$ cat src/core_cfg_pkg.sv
// Execute cluster configuration
// Datapath widths, register count, issue tag width and
// multiplier pipeline depth shared by every block
`default_nettype none

package core_cfg_pkg;

    // Datapath
    localparam int XLEN = 32;

    // Architectural register file
    localparam int NUM_REGS   = 32;
    localparam int REG_ADDR_W = 5;

    // Issue tags wrap at 2**ID_W
    localparam int ID_W = 4;

    // Default multiplier depth, overridable from the top level
    localparam int MUL_STAGES = 3;

endpackage

`default_nettype wire

$ cat src/core_types_pkg.sv
// Execute cluster types
// Opcode constants, ALU operation encoding, register and tag
// types, and the payloads handed to each execution unit
`default_nettype none

package core_types_pkg;

    import core_cfg_pkg::*;

    //////////////////////////////////////////////////////////////////////
    // RV32I major opcodes handled by the cluster
    localparam logic [6:0] OPC_OP     = 7'b0110011;
    localparam logic [6:0] OPC_OP_IMM = 7'b0010011;
    localparam logic [6:0] OPC_LUI    = 7'b0110111;

    //////////////////////////////////////////////////////////////////////
    // ALU operations
    typedef enum logic [3:0] {
        ADD    = 4'd0,
        SUB    = 4'd1,
        AND    = 4'd2,
        OR     = 4'd3,
        XOR    = 4'd4,
        SLT    = 4'd5,
        SLTU   = 4'd6,
        SLL    = 4'd7,
        SRL    = 4'd8,
        SRA    = 4'd9,
        PASS_B = 4'd10
    } alu_op_t;

    // Register address and issue tag
    typedef logic [REG_ADDR_W-1:0] reg_addr_t;
    typedef logic [ID_W-1:0]       id_t;

    //////////////////////////////////////////////////////////////////////
    // Unit payloads
    typedef struct packed {
        alu_op_t         op;
        logic [XLEN-1:0] a;
        logic [XLEN-1:0] b;
    } alu_inputs_t;

    typedef struct packed {
        logic [XLEN-1:0] a;
        logic [XLEN-1:0] b;
    } mul_inputs_t;

endpackage

`default_nettype wire

$ cat src/exec_if.sv
// Execution unit handshakes
// unit_issue_if carries one operation from issue to a unit,
// unit_wb_if carries one finished result from a unit to writeback
`timescale 1ns/1ps
`default_nettype none

interface unit_issue_if #(
    parameter type payload_t = logic
);
    import core_types_pkg::*;

    logic      valid;
    logic      ready;
    id_t       id;
    reg_addr_t rd;
    payload_t  payload;

    modport issuer (output valid, id, rd, payload, input ready);
    modport unit (input valid, id, rd, payload, output ready);

endinterface

interface unit_wb_if;
    import core_cfg_pkg::*;
    import core_types_pkg::*;

    // Result is held by the unit until done and ack meet on an edge
    logic            done;
    logic            ack;
    id_t             id;
    reg_addr_t       rd;
    logic [XLEN-1:0] data;

    modport unit (output done, id, rd, data, input ack);
    modport arbiter (input done, id, rd, data, output ack);

endinterface

`default_nettype wire

$ cat src/alu_unit.sv
// Single-cycle integer ALU
// Computes one operation per cycle and keeps the result in an
// output register until writeback acknowledges it
`timescale 1ns/1ps
`default_nettype none

module alu_unit (
    input  wire logic clk,
    input  wire logic rst,
    unit_issue_if.unit issue,
    unit_wb_if.unit    wb
);
    import core_cfg_pkg::*;
    import core_types_pkg::*;

    logic [XLEN-1:0] a;
    logic [XLEN-1:0] b;
    logic [XLEN-1:0] result;
    logic [4:0]      shamt;
    logic            done_r;

    assign a     = issue.payload.a;
    assign b     = issue.payload.b;
    assign shamt = b[4:0];

    always_comb begin
        case (issue.payload.op)
            ADD:     result = a + b;
            SUB:     result = a - b;
            AND:     result = a & b;
            OR:      result = a | b;
            XOR:     result = a ^ b;
            SLT:     result = {{(XLEN-1){1'b0}}, $signed(a) < $signed(b)};
            SLTU:    result = {{(XLEN-1){1'b0}}, a < b};
            SLL:     result = a << shamt;
            SRL:     result = a >> shamt;
            SRA:     result = $unsigned($signed(a) >>> shamt);
            default: result = b;
        endcase
    end

    // Free when empty or when the held result leaves this cycle
    assign issue.ready = !done_r || wb.ack;

    always_ff @(posedge clk) begin
        if (rst)
            done_r <= 1'b0;
        else if (issue.valid && issue.ready)
            done_r <= 1'b1;
        else if (wb.ack)
            done_r <= 1'b0;
    end

    always_ff @(posedge clk) begin
        if (issue.valid && issue.ready) begin
            wb.id   <= issue.id;
            wb.rd   <= issue.rd;
            wb.data <= result;
        end
    end

    assign wb.done = done_r;

endmodule

`default_nettype wire

$ cat src/decode_issue.sv
// Decode and issue stage
// Decodes one RV32I/MUL instruction, waits on the scoreboard,
// reads operands, tags the instruction and hands it to the ALU
// or the multiplier
`timescale 1ns/1ps
`default_nettype none

module decode_issue (
    input  wire logic                          clk,
    input  wire logic                          rst,
    input  wire logic                          instr_valid,
    input  wire logic [31:0]                   instr,
    output logic                               instr_ready,
    output core_types_pkg::reg_addr_t          rs1_addr,
    output core_types_pkg::reg_addr_t          rs2_addr,
    input  wire logic [core_cfg_pkg::XLEN-1:0] rs1_data,
    input  wire logic [core_cfg_pkg::XLEN-1:0] rs2_data,
    input  wire logic                          rs1_busy,
    input  wire logic                          rs2_busy,
    input  wire logic                          rd_busy,
    output logic                               set_busy,
    output core_types_pkg::reg_addr_t          set_rd,
    unit_issue_if.issuer                       alu_issue,
    unit_issue_if.issuer                       mul_issue
);
    import core_cfg_pkg::*;
    import core_types_pkg::*;

    logic [6:0]      opcode;
    logic [2:0]      funct3;
    logic [6:0]      funct7;
    logic            is_op;
    logic            is_op_imm;
    logic            is_lui;
    logic            is_mul;
    logic            hazard;
    logic            unit_ready;
    logic            accept;
    logic [XLEN-1:0] imm_i;
    logic [XLEN-1:0] imm_u;
    alu_op_t         alu_op;
    id_t             next_id;

    //////////////////////////////////////////////////////////////////////
    // Field extraction
    assign opcode   = instr[6:0];
    assign funct3   = instr[14:12];
    assign funct7   = instr[31:25];
    assign rs1_addr = instr[19:15];
    assign rs2_addr = instr[24:20];
    assign set_rd   = instr[11:7];

    assign is_op     = (opcode == OPC_OP);
    assign is_op_imm = (opcode == OPC_OP_IMM);
    assign is_lui    = (opcode == OPC_LUI);
    assign is_mul    = is_op && funct7 == 7'b0000001 && funct3 == 3'b000;

    assign imm_i = {{(XLEN-12){instr[31]}}, instr[31:20]};
    assign imm_u = {instr[31:12], 12'b0};

    // ALU operation from funct3, bit 30 picks SUB and SRA
    always_comb begin
        alu_op = ADD;
        if (is_lui) begin
            alu_op = PASS_B;
        end else begin
            case (funct3)
                3'b000: alu_op = (is_op && instr[30]) ? SUB : ADD;
                3'b001: alu_op = SLL;
                3'b010: alu_op = SLT;
                3'b011: alu_op = SLTU;
                3'b100: alu_op = XOR;
                3'b101: alu_op = instr[30] ? SRA : SRL;
                3'b110: alu_op = OR;
                default: alu_op = AND;
            endcase
        end
    end

    //////////////////////////////////////////////////////////////////////
    // Hazards and handshake
    // Sources only count where the format reads them
    assign hazard = ((is_op || is_op_imm) && rs1_busy) || (is_op && rs2_busy) || rd_busy;

    assign unit_ready  = is_mul ? mul_issue.ready : alu_issue.ready;
    assign instr_ready = unit_ready && !hazard;
    assign accept      = instr_valid && instr_ready;
    assign set_busy    = accept;

    assign alu_issue.valid      = instr_valid && !hazard && !is_mul;
    assign alu_issue.id         = next_id;
    assign alu_issue.rd         = set_rd;
    assign alu_issue.payload.op = alu_op;
    assign alu_issue.payload.a  = rs1_data;
    assign alu_issue.payload.b  = is_op ? rs2_data : (is_lui ? imm_u : imm_i);

    assign mul_issue.valid     = instr_valid && !hazard && is_mul;
    assign mul_issue.id        = next_id;
    assign mul_issue.rd        = set_rd;
    assign mul_issue.payload.a = rs1_data;
    assign mul_issue.payload.b = rs2_data;

    // Tag counter, wraps naturally
    always_ff @(posedge clk) begin
        if (rst)
            next_id <= '0;
        else if (accept)
            next_id <= next_id + 1'b1;
    end

endmodule

`default_nettype wire

$ cat src/exec_core.sv
// Integer execute cluster top level
// Decode/issue, register file with scoreboard, ALU, pipelined
// multiplier and a single writeback port, exposed as plain ports
`timescale 1ns/1ps
`default_nettype none

module exec_core #(
    parameter int MUL_STAGES = core_cfg_pkg::MUL_STAGES
) (
    input  wire logic                     clk,
    input  wire logic                     rst,
    input  wire logic                     instr_valid,
    input  wire logic [31:0]              instr,
    output logic                          instr_ready,
    output logic                          commit_valid,
    output core_types_pkg::id_t           commit_id,
    output core_types_pkg::reg_addr_t     commit_rd,
    output logic [core_cfg_pkg::XLEN-1:0] commit_data
);
    import core_cfg_pkg::*;
    import core_types_pkg::*;

    //////////////////////////////////////////////////////////////////////
    // Connecting signals
    reg_addr_t       rs1_addr;
    reg_addr_t       rs2_addr;
    logic [XLEN-1:0] rs1_data;
    logic [XLEN-1:0] rs2_data;
    logic            rs1_busy;
    logic            rs2_busy;
    logic            rd_busy;
    logic            set_busy;
    reg_addr_t       set_rd;

    unit_issue_if #(.payload_t(alu_inputs_t)) alu_issue ();
    unit_issue_if #(.payload_t(mul_inputs_t)) mul_issue ();
    unit_wb_if alu_wb ();
    unit_wb_if mul_wb ();

    //////////////////////////////////////////////////////////////////////
    // Issue side
    decode_issue u_decode_issue (
        .clk         (clk),
        .rst         (rst),
        .instr_valid (instr_valid),
        .instr       (instr),
        .instr_ready (instr_ready),
        .rs1_addr    (rs1_addr),
        .rs2_addr    (rs2_addr),
        .rs1_data    (rs1_data),
        .rs2_data    (rs2_data),
        .rs1_busy    (rs1_busy),
        .rs2_busy    (rs2_busy),
        .rd_busy     (rd_busy),
        .set_busy    (set_busy),
        .set_rd      (set_rd),
        .alu_issue   (alu_issue),
        .mul_issue   (mul_issue)
    );

    register_file u_register_file (
        .clk          (clk),
        .rst          (rst),
        .rs1_addr     (rs1_addr),
        .rs2_addr     (rs2_addr),
        .set_busy     (set_busy),
        .set_rd       (set_rd),
        .commit_valid (commit_valid),
        .commit_rd    (commit_rd),
        .commit_data  (commit_data),
        .rs1_data     (rs1_data),
        .rs2_data     (rs2_data),
        .rs1_busy     (rs1_busy),
        .rs2_busy     (rs2_busy),
        .rd_busy      (rd_busy)
    );

    //////////////////////////////////////////////////////////////////////
    // Execution units and writeback
    alu_unit u_alu_unit (
        .clk   (clk),
        .rst   (rst),
        .issue (alu_issue),
        .wb    (alu_wb)
    );

    mul_unit #(.NUM_STAGES(MUL_STAGES)) u_mul_unit (
        .clk   (clk),
        .rst   (rst),
        .issue (mul_issue),
        .wb    (mul_wb)
    );

    writeback u_writeback (
        .clk          (clk),
        .rst          (rst),
        .alu_wb       (alu_wb),
        .mul_wb       (mul_wb),
        .commit_valid (commit_valid),
        .commit_id    (commit_id),
        .commit_rd    (commit_rd),
        .commit_data  (commit_data)
    );

endmodule

`default_nettype wire

$ cat src/mul_unit.sv
// Pipelined multiplier
// Multiplies in the first stage and keeps the low word. The
// stage chain freezes while the last stage waits for writeback.
`timescale 1ns/1ps
`default_nettype none

module mul_unit #(
    parameter int NUM_STAGES = core_cfg_pkg::MUL_STAGES
) (
    input  wire logic clk,
    input  wire logic rst,
    unit_issue_if.unit issue,
    unit_wb_if.unit    wb
);
    import core_cfg_pkg::*;
    import core_types_pkg::*;

    localparam int LAST = NUM_STAGES - 1;

    logic [XLEN-1:0]       product;
    logic                  advance;
    logic [NUM_STAGES-1:0] valid_r;
    id_t                   id_r   [NUM_STAGES];
    reg_addr_t             rd_r   [NUM_STAGES];
    logic [XLEN-1:0]       data_r [NUM_STAGES];

    // Low 32 bits only, sign does not matter here
    assign product = issue.payload.a * issue.payload.b;

    // Hold everything while an un-acked result sits at the end
    assign advance     = !(valid_r[LAST] && !wb.ack);
    assign issue.ready = advance;

    //////////////////////////////////////////////////////////////////////
    // Stage chain
    always_ff @(posedge clk) begin
        if (rst) begin
            valid_r <= '0;
        end else if (advance) begin
            valid_r[0] <= issue.valid;
            for (int i = 1; i < NUM_STAGES; i++) begin
                valid_r[i] <= valid_r[i-1];
            end
        end
    end

    always_ff @(posedge clk) begin
        if (advance) begin
            id_r[0]   <= issue.id;
            rd_r[0]   <= issue.rd;
            data_r[0] <= product;
            for (int i = 1; i < NUM_STAGES; i++) begin
                id_r[i]   <= id_r[i-1];
                rd_r[i]   <= rd_r[i-1];
                data_r[i] <= data_r[i-1];
            end
        end
    end

    assign wb.done = valid_r[LAST];
    assign wb.id   = id_r[LAST];
    assign wb.rd   = rd_r[LAST];
    assign wb.data = data_r[LAST];

endmodule

`default_nettype wire

$ cat src/register_file.sv
// Architectural register file with busy scoreboard
// 32 registers read asynchronously, x0 held at zero. A busy bit
// is set when an instruction issues to rd and cleared at commit.
`timescale 1ns/1ps
`default_nettype none

module register_file (
    input  wire logic                          clk,
    input  wire logic                          rst,
    input  wire core_types_pkg::reg_addr_t     rs1_addr,
    input  wire core_types_pkg::reg_addr_t     rs2_addr,
    input  wire logic                          set_busy,
    input  wire core_types_pkg::reg_addr_t     set_rd,
    input  wire logic                          commit_valid,
    input  wire core_types_pkg::reg_addr_t     commit_rd,
    input  wire logic [core_cfg_pkg::XLEN-1:0] commit_data,
    output logic [core_cfg_pkg::XLEN-1:0]      rs1_data,
    output logic [core_cfg_pkg::XLEN-1:0]      rs2_data,
    output logic                               rs1_busy,
    output logic                               rs2_busy,
    output logic                               rd_busy
);
    import core_cfg_pkg::*;

    logic [XLEN-1:0]     regs [NUM_REGS];
    logic [NUM_REGS-1:0] busy;

    // Register writes from the commit port
    always_ff @(posedge clk) begin
        if (rst) begin
            for (int i = 0; i < NUM_REGS; i++) begin
                regs[i] <= '0;
            end
        end else if (commit_valid && commit_rd != '0) begin
            regs[commit_rd] <= commit_data;
        end
    end

    // Scoreboard bits, never set for x0
    always_ff @(posedge clk) begin
        if (rst) begin
            busy <= '0;
        end else begin
            if (commit_valid)
                busy[commit_rd] <= 1'b0;
            if (set_busy && set_rd != '0)
                busy[set_rd] <= 1'b1;
        end
    end

    assign rs1_data = regs[rs1_addr];
    assign rs2_data = regs[rs2_addr];

    assign rs1_busy = busy[rs1_addr];
    assign rs2_busy = busy[rs2_addr];
    assign rd_busy  = busy[set_rd];

endmodule

`default_nettype wire

$ cat src/writeback.sv
// Writeback arbiter
// Picks one finished unit result per cycle, multiplier first,
// and registers it onto the commit port
`timescale 1ns/1ps
`default_nettype none

module writeback (
    input  wire logic                     clk,
    input  wire logic                     rst,
    unit_wb_if.arbiter                    alu_wb,
    unit_wb_if.arbiter                    mul_wb,
    output logic                          commit_valid,
    output core_types_pkg::id_t           commit_id,
    output core_types_pkg::reg_addr_t     commit_rd,
    output logic [core_cfg_pkg::XLEN-1:0] commit_data
);

    logic pick_mul;

    // Multiplier first so its stalled pipeline drains
    assign pick_mul = mul_wb.done;

    assign mul_wb.ack = mul_wb.done;
    assign alu_wb.ack = alu_wb.done && !pick_mul;

    always_ff @(posedge clk) begin
        if (rst)
            commit_valid <= 1'b0;
        else
            commit_valid <= mul_wb.done || alu_wb.done;
    end

    always_ff @(posedge clk) begin
        if (pick_mul) begin
            commit_id   <= mul_wb.id;
            commit_rd   <= mul_wb.rd;
            commit_data <= mul_wb.data;
        end else begin
            commit_id   <= alu_wb.id;
            commit_rd   <= alu_wb.rd;
            commit_data <= alu_wb.data;
        end
    end

endmodule

`default_nettype wire
$ cat config.mk
export PLATFORM = sky130hd
export DESIGN_NAME = exec_core
export DESIGN_NICKNAME = d
export VERILOG_FILES = /design/src/core_cfg_pkg.sv /design/src/core_types_pkg.sv /design/src/exec_if.sv /design/src/alu_unit.sv /design/src/decode_issue.sv /design/src/exec_core.sv /design/src/mul_unit.sv /design/src/register_file.sv /design/src/writeback.sv
export SDC_FILE = /design/constraint.sdc
export NUM_CORES = 2
export LEC_CHECK = 0
export BUFFER_PORTS_ARGS = -buffer_cell sky130_fd_sc_hd__buf_4
export CAP_MARGIN = 10
export CORE_MARGIN = 2
export CORE_UTILIZATION = 43
export CTS_CLUSTER_DIAMETER = 60
export DETAILED_ROUTE_END_ITERATION = 8
export MAX_ROUTING_LAYER = met4
export PLACE_DENSITY = 0.62
export RECOVER_POWER = 25
export SYNTH_ARGS = -nofsm -noshare
export SYNTH_HDL_FRONTEND = slang
export SYNTH_SLANG_ARGS = --single-unit
$ cat constraint.sdc
create_clock -name clk -period 12.7 [get_ports clk]
set_input_delay 1.905 -clock clk [delete_from_list [all_inputs] [get_ports clk]]
set_output_delay 1.905 -clock clk [all_outputs]
set_load 0.1 [all_outputs]
# Word level (Yosys, flattened, before mapping)
# Memory sizes are Yosys's and may differ from the RTL's.
# Index checks and enable logic that the tools add are counted.
# W data, S select, Z words.
op_classes:
  add_sub_neg: 3
  bitwise: 6
  order_cmp: 8
  shift: 3
  reduce_logical: 31
  n_eq_ne: 19
  multipliers: 1
  n_mux: 34
op_table:
  columns: ["cell", "count"]
  rows:
  - ["$pmux W32 S10", 1]
  - ["$mux W32", 6]
  - ["$and A32 B32 Y32", 2]
  - ["$lt A32 B32 Y1", 2]
  - ["$or A32 B32 Y32", 2]
  - ["$add A32 B32 Y32", 1]
  - ["$mul A32 B32 Y32", 1]
  - ["$not A32 Y32", 1]
  - ["$reduce_or A32 Y1", 1]
  - ["$shl A32 B5 Y32", 1]
  - ["$shr A32 B5 Y32", 1]
  - ["$sshr A32 B5 Y32", 1]
  - ["$sub A32 B32 Y32", 1]
  - ["$xor A32 B32 Y32", 1]
  - ["$mux W31", 1]
  - ["$pmux W4 S7", 1]
  - ["$lt A5 B6 Y1 const B", 4]
  - ["$eq A4 B3 Y1 const B", 4]
  - ["$logic_and A1 B1 Y1", 16]
  - ["$mux W1", 16]
  - ["$bmux W1 S5", 3]
  - ["$eq A7 B6 Y1 const B", 2]
  - ["$demux W1 S5", 2]
  - ["$ge A5 B1 Y1 const B", 2]
  - ["other kinds (17)", 32]
totals:
  ff_bits: 123
  in_bits: 35
  memories: 4
  ram_bits: 1147
  word_cells: 120
memory_table:
  columns: ["name", "depth", "word_bits", "rd", "rd_ports_with_merged_regs", "write_ports", "line", "source"]
  rows:
  - ["u_register_file.regs", 32, 32, 2, 0, 32, "register_file.sv:25", "logic [XLEN-1:0] regs [NUM_REGS];"]
  - ["u_mul_unit.data_r", 3, 32, 3, 0, 3, "mul_unit.sv:25", "logic [XLEN-1:0] data_r [NUM_STAGES];"]
  - ["u_mul_unit.rd_r", 3, 5, 3, 0, 3, "mul_unit.sv:24", "reg_addr_t rd_r [NUM_STAGES];"]
  - ["u_mul_unit.id_r", 3, 4, 3, 0, 3, "mul_unit.sv:23", "id_t id_r [NUM_STAGES];"]

# Depth between registers and ports, before layout
logic_depth:
  word_depth: 10
  depth_mapped: 40
  ltp_nobuf: 33

# Hierarchy
# From an unflattened synthesis, not the netlist that was laid out.
unflattened:
  cells_unflattened: 8470
  hier_area_um2: 91500.3
by_module_without_submodules:
  columns: ["mod", "seq_area_each_um2", "area_each_um2", "cells_per_inst", "instances"]
  rows:
  - ["register_file", 31390.1, 58077.0, 4853, 1]
  - ["mul_unit", 3753.6, 19867.8, 1897, 1]
  - ["alu_unit", 1251.2, 10072.2, 1354, 1]
  - ["decode_issue", 80.1, 1928.1, 275, 1]
  - ["writeback", 840.8, 1555.2, 91, 1]

# Least setup slack after synthesis
# No wires, ideal clock.
synth_timing:
  kind: "input to register"
  from: "input instr[20]"
  to: "memory u_mul_unit.data_r[0][31]"
  setup_ns: 0.072
  setup_slack_ns: 2.285
  t_required_ns: 12.628
  arrival_ns: 10.342
  cell_stages: 35
  path_cell_list: "buf_6 buf_6 buf_6 buf_6 buf_6 buf_6 mux4_2 mux2i_1 o22ai_1 nor3_1 clkbuf_1 nor2_1 fa_1 fa_1 fa_1 inv_1 fa_1 inv_1 fa_1 inv_1 fa_1 inv_1 fa_1 fa_1 ha_1 a21o_1 a21oi_1 o21ai_0 a21oi_1 nor2b_1 a41oi_1 a21oi_1 a41o_1 o41ai_1 xnor2_1"
synth_lines:
  columns: ["element", "line", "source"]
  rows:
  - ["start, declared", "exec_core.sv:13", "input wire logic [31:0] instr,"]
  - ["end, declared", "mul_unit.sv:25", null]

==> flow_metrics.env <==
export IMPL_gp_congestion=1.065
export IMPL_reg2regPathDepth=26
export IMPL_crit_type="in2reg"
export IMPL_clock_fmax_ghz=0.09265
export IMPL_hold_depth=0
export IMPL_clock_latency_ns=0.83
export IMPL_die_height_um=454.7
export IMPL_worst_slew_pin_slew_ns=4.652
export IMPL_holdWs_ns=0.3129
export IMPL_io_buffer_count=77
export IMPL_dieArea_um2=206800
export IMPL_start_util_pct=43.22
export IMPL_slew_violations=617
export IMPL_most_common_layout_cells="edfxtp_1 (1065), and2_1 (882), inv_1 (552)"
export IMPL_yosysWarningCount=0
export IMPL_via_per_inst=6.553
export IMPL_finalWorstPathRequiredPeriod_ns=10.79
export IMPL_utilization_pct=47.71
export IMPL_synth_area_um2=87350
export IMPL_boundaryPins=78
export IMPL_whs_endpoint="u_mul_unit.data_r[0][78]$_DFF_P_"
export IMPL_synth_distinct_cells=99
export IMPL_postLayoutCellArea_um2=96440
export IMPL_path_max_fanout=73
export IMPL_antenna_found_initial=36
export IMPL_setup_tns_ns=0
export IMPL_placed_area_um2=91320
export IMPL_rsz0062_at_grt="no"
export IMPL_holdBufCountCts=0
export IMPL_cts_sinks=1270
export IMPL_cap_violations=22
export IMPL_drtIter0Drc=10770
export IMPL_grtUsageTotal_pct=37.03
export IMPL_drt_wl_total_um=373900
export IMPL_r2r_end="u_mul_unit.data_r[0][31]$_DFF_P_"
export IMPL_cts_root_buf="clkbuf_16"
export IMPL_grt_pass1_wl_um=518600
export IMPL_period_share_pct=84.99
export IMPL_crit_top_cell="fa_1"
export IMPL_routedWlPerCell_um=36.19
export IMPL_vias=67690
export IMPL_end_kind="flip-flop"
export IMPL_p_leak_nw=37.90
export IMPL_cp_required_ns=13.46
export IMPL_cts_tree="yes"
export IMPL_synth_seq_cells=1270
export IMPL_arrival_ns=11.55
export IMPL_grt_pass1_vias=66360
export IMPL_slowest_delay_ns=0.89
export IMPL_ys_flop_type="edfxtp_1"
export IMPL_ir_drop_mv=1.629
export IMPL_regToRegSetupSlack_ns=3.40
export IMPL_reg2reg_from="u_register_file.regs[4][15]$_SDFFCE_PN0P_"
export IMPL_synth_edf_count=1065
export IMPL_cpMaxStageDelayCell="mux2i_2"
export IMPL_drc=0
export IMPL_min_path_type="reg2reg"
export IMPL_antenna_left=0
export IMPL_rows=165
export IMPL_chipWidth_um=454.7
export IMPL_post_cts_resized=0
export IMPL_postSynthCellCount=7524
export IMPL_hold_start="u_mul_unit.data_r[0][46]$_DFF_P_"
export IMPL_clk_path_buf_depth=3
export IMPL_setup_viol=0
export IMPL_cp_start_kind="primary input"
export IMPL_skew_ns=0.04048
export IMPL_layout_drive_gt1_share_pct=16.45
export IMPL_core_area_um2=202100
export IMPL_grt_overflow_total=0
export IMPL_ys_seq_area_share_pct=41.31
export IMPL_layout_commonest_cell="edfxtp_1"
export IMPL_p_per_area_nw_per_um2=323.7
export IMPL_status="complete, but fails checks"
export IMPL_slew_headroom_pct=-210.2
export IMPL_dp_hpwl_um=249400
export IMPL_post_cts_buffers=0
export IMPL_ys_async_sr_fraction_pct=0
export IMPL_cts_htree_levels=4
export IMPL_nets=8149
export IMPL_hold_viol_final=0
export IMPL_avgSynthCellArea_um2=11.61
export IMPL_drtPass1Iterations=8
export IMPL_violations="max-capacitance violations, max-slew violations"
export IMPL_areaGrowthSynthToFinish_pct=10.40
export IMPL_clkTransAtPathRegs_ns=0.06
export IMPL_cts_inserted_buffers=151
export IMPL_grt_max_degree=74
export IMPL_totalPowerFinal_mw=31.21
-- critical path: cells and delay by family --
kind,cells,cell delay (ns)
muxes,3,1.72
xor gates and xnor gates,1,0.13
and+or+nand+nor,2,0.24
buffers and inverters,5,1.34
AOI/OAI and AO/OA,8,1.79
adders and majority gates,9,4.34
-- sequential cells by signal, summed over array words and instances (netlist names) --
register                     cells
u_register_file.regs          1024
u_mul_unit.data_r               96
u_alu_unit.wb.data              32
u_register_file.busy            32
u_writeback.commit_data         32
u_mul_unit.rd_r                 15
u_mul_unit.id_r                 12
u_alu_unit.wb.rd                 5
u_writeback.commit_rd            5
u_alu_unit.wb.id                 4
u_decode_issue.alu_issue.id      4
u_writeback.commit_id            4
u_mul_unit.valid_r               3
u_alu_unit.wb.done               1
u_writeback.commit_valid         1
-- per-layer routing --
layer,global-route usage [%],wire (um),share of wire (%),vias to the layer above
met5,-,0,0,-
met4,24.99,31170,8.3,0
met3,10.05,48100,13,1443
met2,53.73,161900,43,5543
met1,45.13,132600,35,34070
li1,-,-,-,26640
-- synth_stat cells (11+ instances only) --
| master | count | area [um^2] |
|---|---|---|
| o21bai_1 | 33 | 247.7 |
| a22oi_1 | 134 | 1006 |
| fa_1 | 410 | 8208 |
| buf_1 | 40 | 150.1 |
| o221ai_1 | 15 | 131.4 |
| and3_1 | 16 | 100.1 |
| nand4_1 | 14 | 87.58 |
| nand3b_1 | 12 | 90.09 |
| and2_1 | 1025 | 6412 |
| o21a_1 | 33 | 247.7 |
| a221oi_1 | 16 | 140.1 |
| edfxtp_1 | 1065 | 31980 |
| a211oi_1 | 50 | 375.4 |
| and4_1 | 14 | 122.6 |
| xnor2_1 | 73 | 639.4 |
| xor2_1 | 16 | 140.1 |
| nor2b_1 | 47 | 294.0 |
| o21ai_0 | 156 | 780.8 |
| nand2_1 | 464 | 1742 |
| a31oi_1 | 20 | 125.1 |
| buf_2 | 104 | 520.5 |
| mux2_2 | 86 | 968.4 |
| a21o_1 | 31 | 232.7 |
| nor2_1 | 508 | 1907 |
| mux4_2 | 454 | 10220 |
| mux2i_1 | 363 | 3633 |
| ha_1 | 221 | 2765 |
| nor3_1 | 64 | 320.3 |
| a32oi_1 | 21 | 183.9 |
| dfxtp_1 | 205 | 4104 |
| nor4_1 | 17 | 106.4 |
| buf_4 | 52 | 390.4 |
| o22ai_1 | 39 | 244.0 |
| nand2b_1 | 63 | 394.1 |
| o211ai_1 | 30 | 225.2 |
| a21oi_1 | 216 | 1081 |
| a32o_1 | 11 | 110.1 |
| nand3_1 | 156 | 780.8 |
| or2_2 | 41 | 256.5 |
| buf_6 | 47 | 529.3 |
| inv_1 | 552 | 2072 |
| clkbuf_1 | 377 | 1415 |
-- worst max-delay path by stage --
stage	start	to	slack (ns)	depth (start not counted)
2_1_floorplan	instr[20]	u_mul_unit.data_r[0][31]$_DFF_P_	2.29	35
3_3_place_gp	instr[16]	u_mul_unit.data_r[0][31]$_DFF_P_	1.16	33
3_5_place_dp	instr[16]	u_mul_unit.data_r[0][31]$_DFF_P_	1.20	32
4_1_cts	instr[16]	u_mul_unit.data_r[0][31]$_DFF_P_	2.07	32
5_1_grt	instr[16]	u_mul_unit.data_r[0][31]$_DFF_P_	1.43	32
6_report	instr[16]	u_mul_unit.data_r[0][31]$_DFF_P_	1.91	28
-- cells by family after synthesis --
kind of cell | after synthesis | share of synthesized area [%]
simple gates | 2489 | 14.88
flops | 1270 | 41.31
buf+inv | 1188 | 5.884
compound gates | 949 | 7.397
mux | 905 | 17.02
fa+ha+maj | 631 | 12.56
xor+xnor | 91 | 0.9439
other cells | 1 | 0.004293
-- per-stage QoR --
step,setup WS [ns],cells
after floorplan,2.285,7555
after global routing,1.425,10320
after detailed placement,1.205,10000
after CTS,2.066,10280
after global placement,1.162,10000
final,1.906,10330
-- power breakdown --
part	total, mW	leakage, nW	internal (mW)	switching [mW]
combinational	21.3	22.7	9.04	12.2
clock	4.59	2.52	2.69	1.91
sequential	5.35	12.7	5.13	0.217
-- cell type report --
class | count | area, um^2
fill | 18020 | 105700
multi-input combinational | 5097 | 46550
sequential | 1270 | 36090
clock buffer | 188 | 4115
tap | 2672 | 3343
timing repair buffer | 395 | 3013
inverter | 568 | 2140
clock inverter | 94 | 1077
antenna | 46 | 115.1
(Power assumes the default switching activity.)
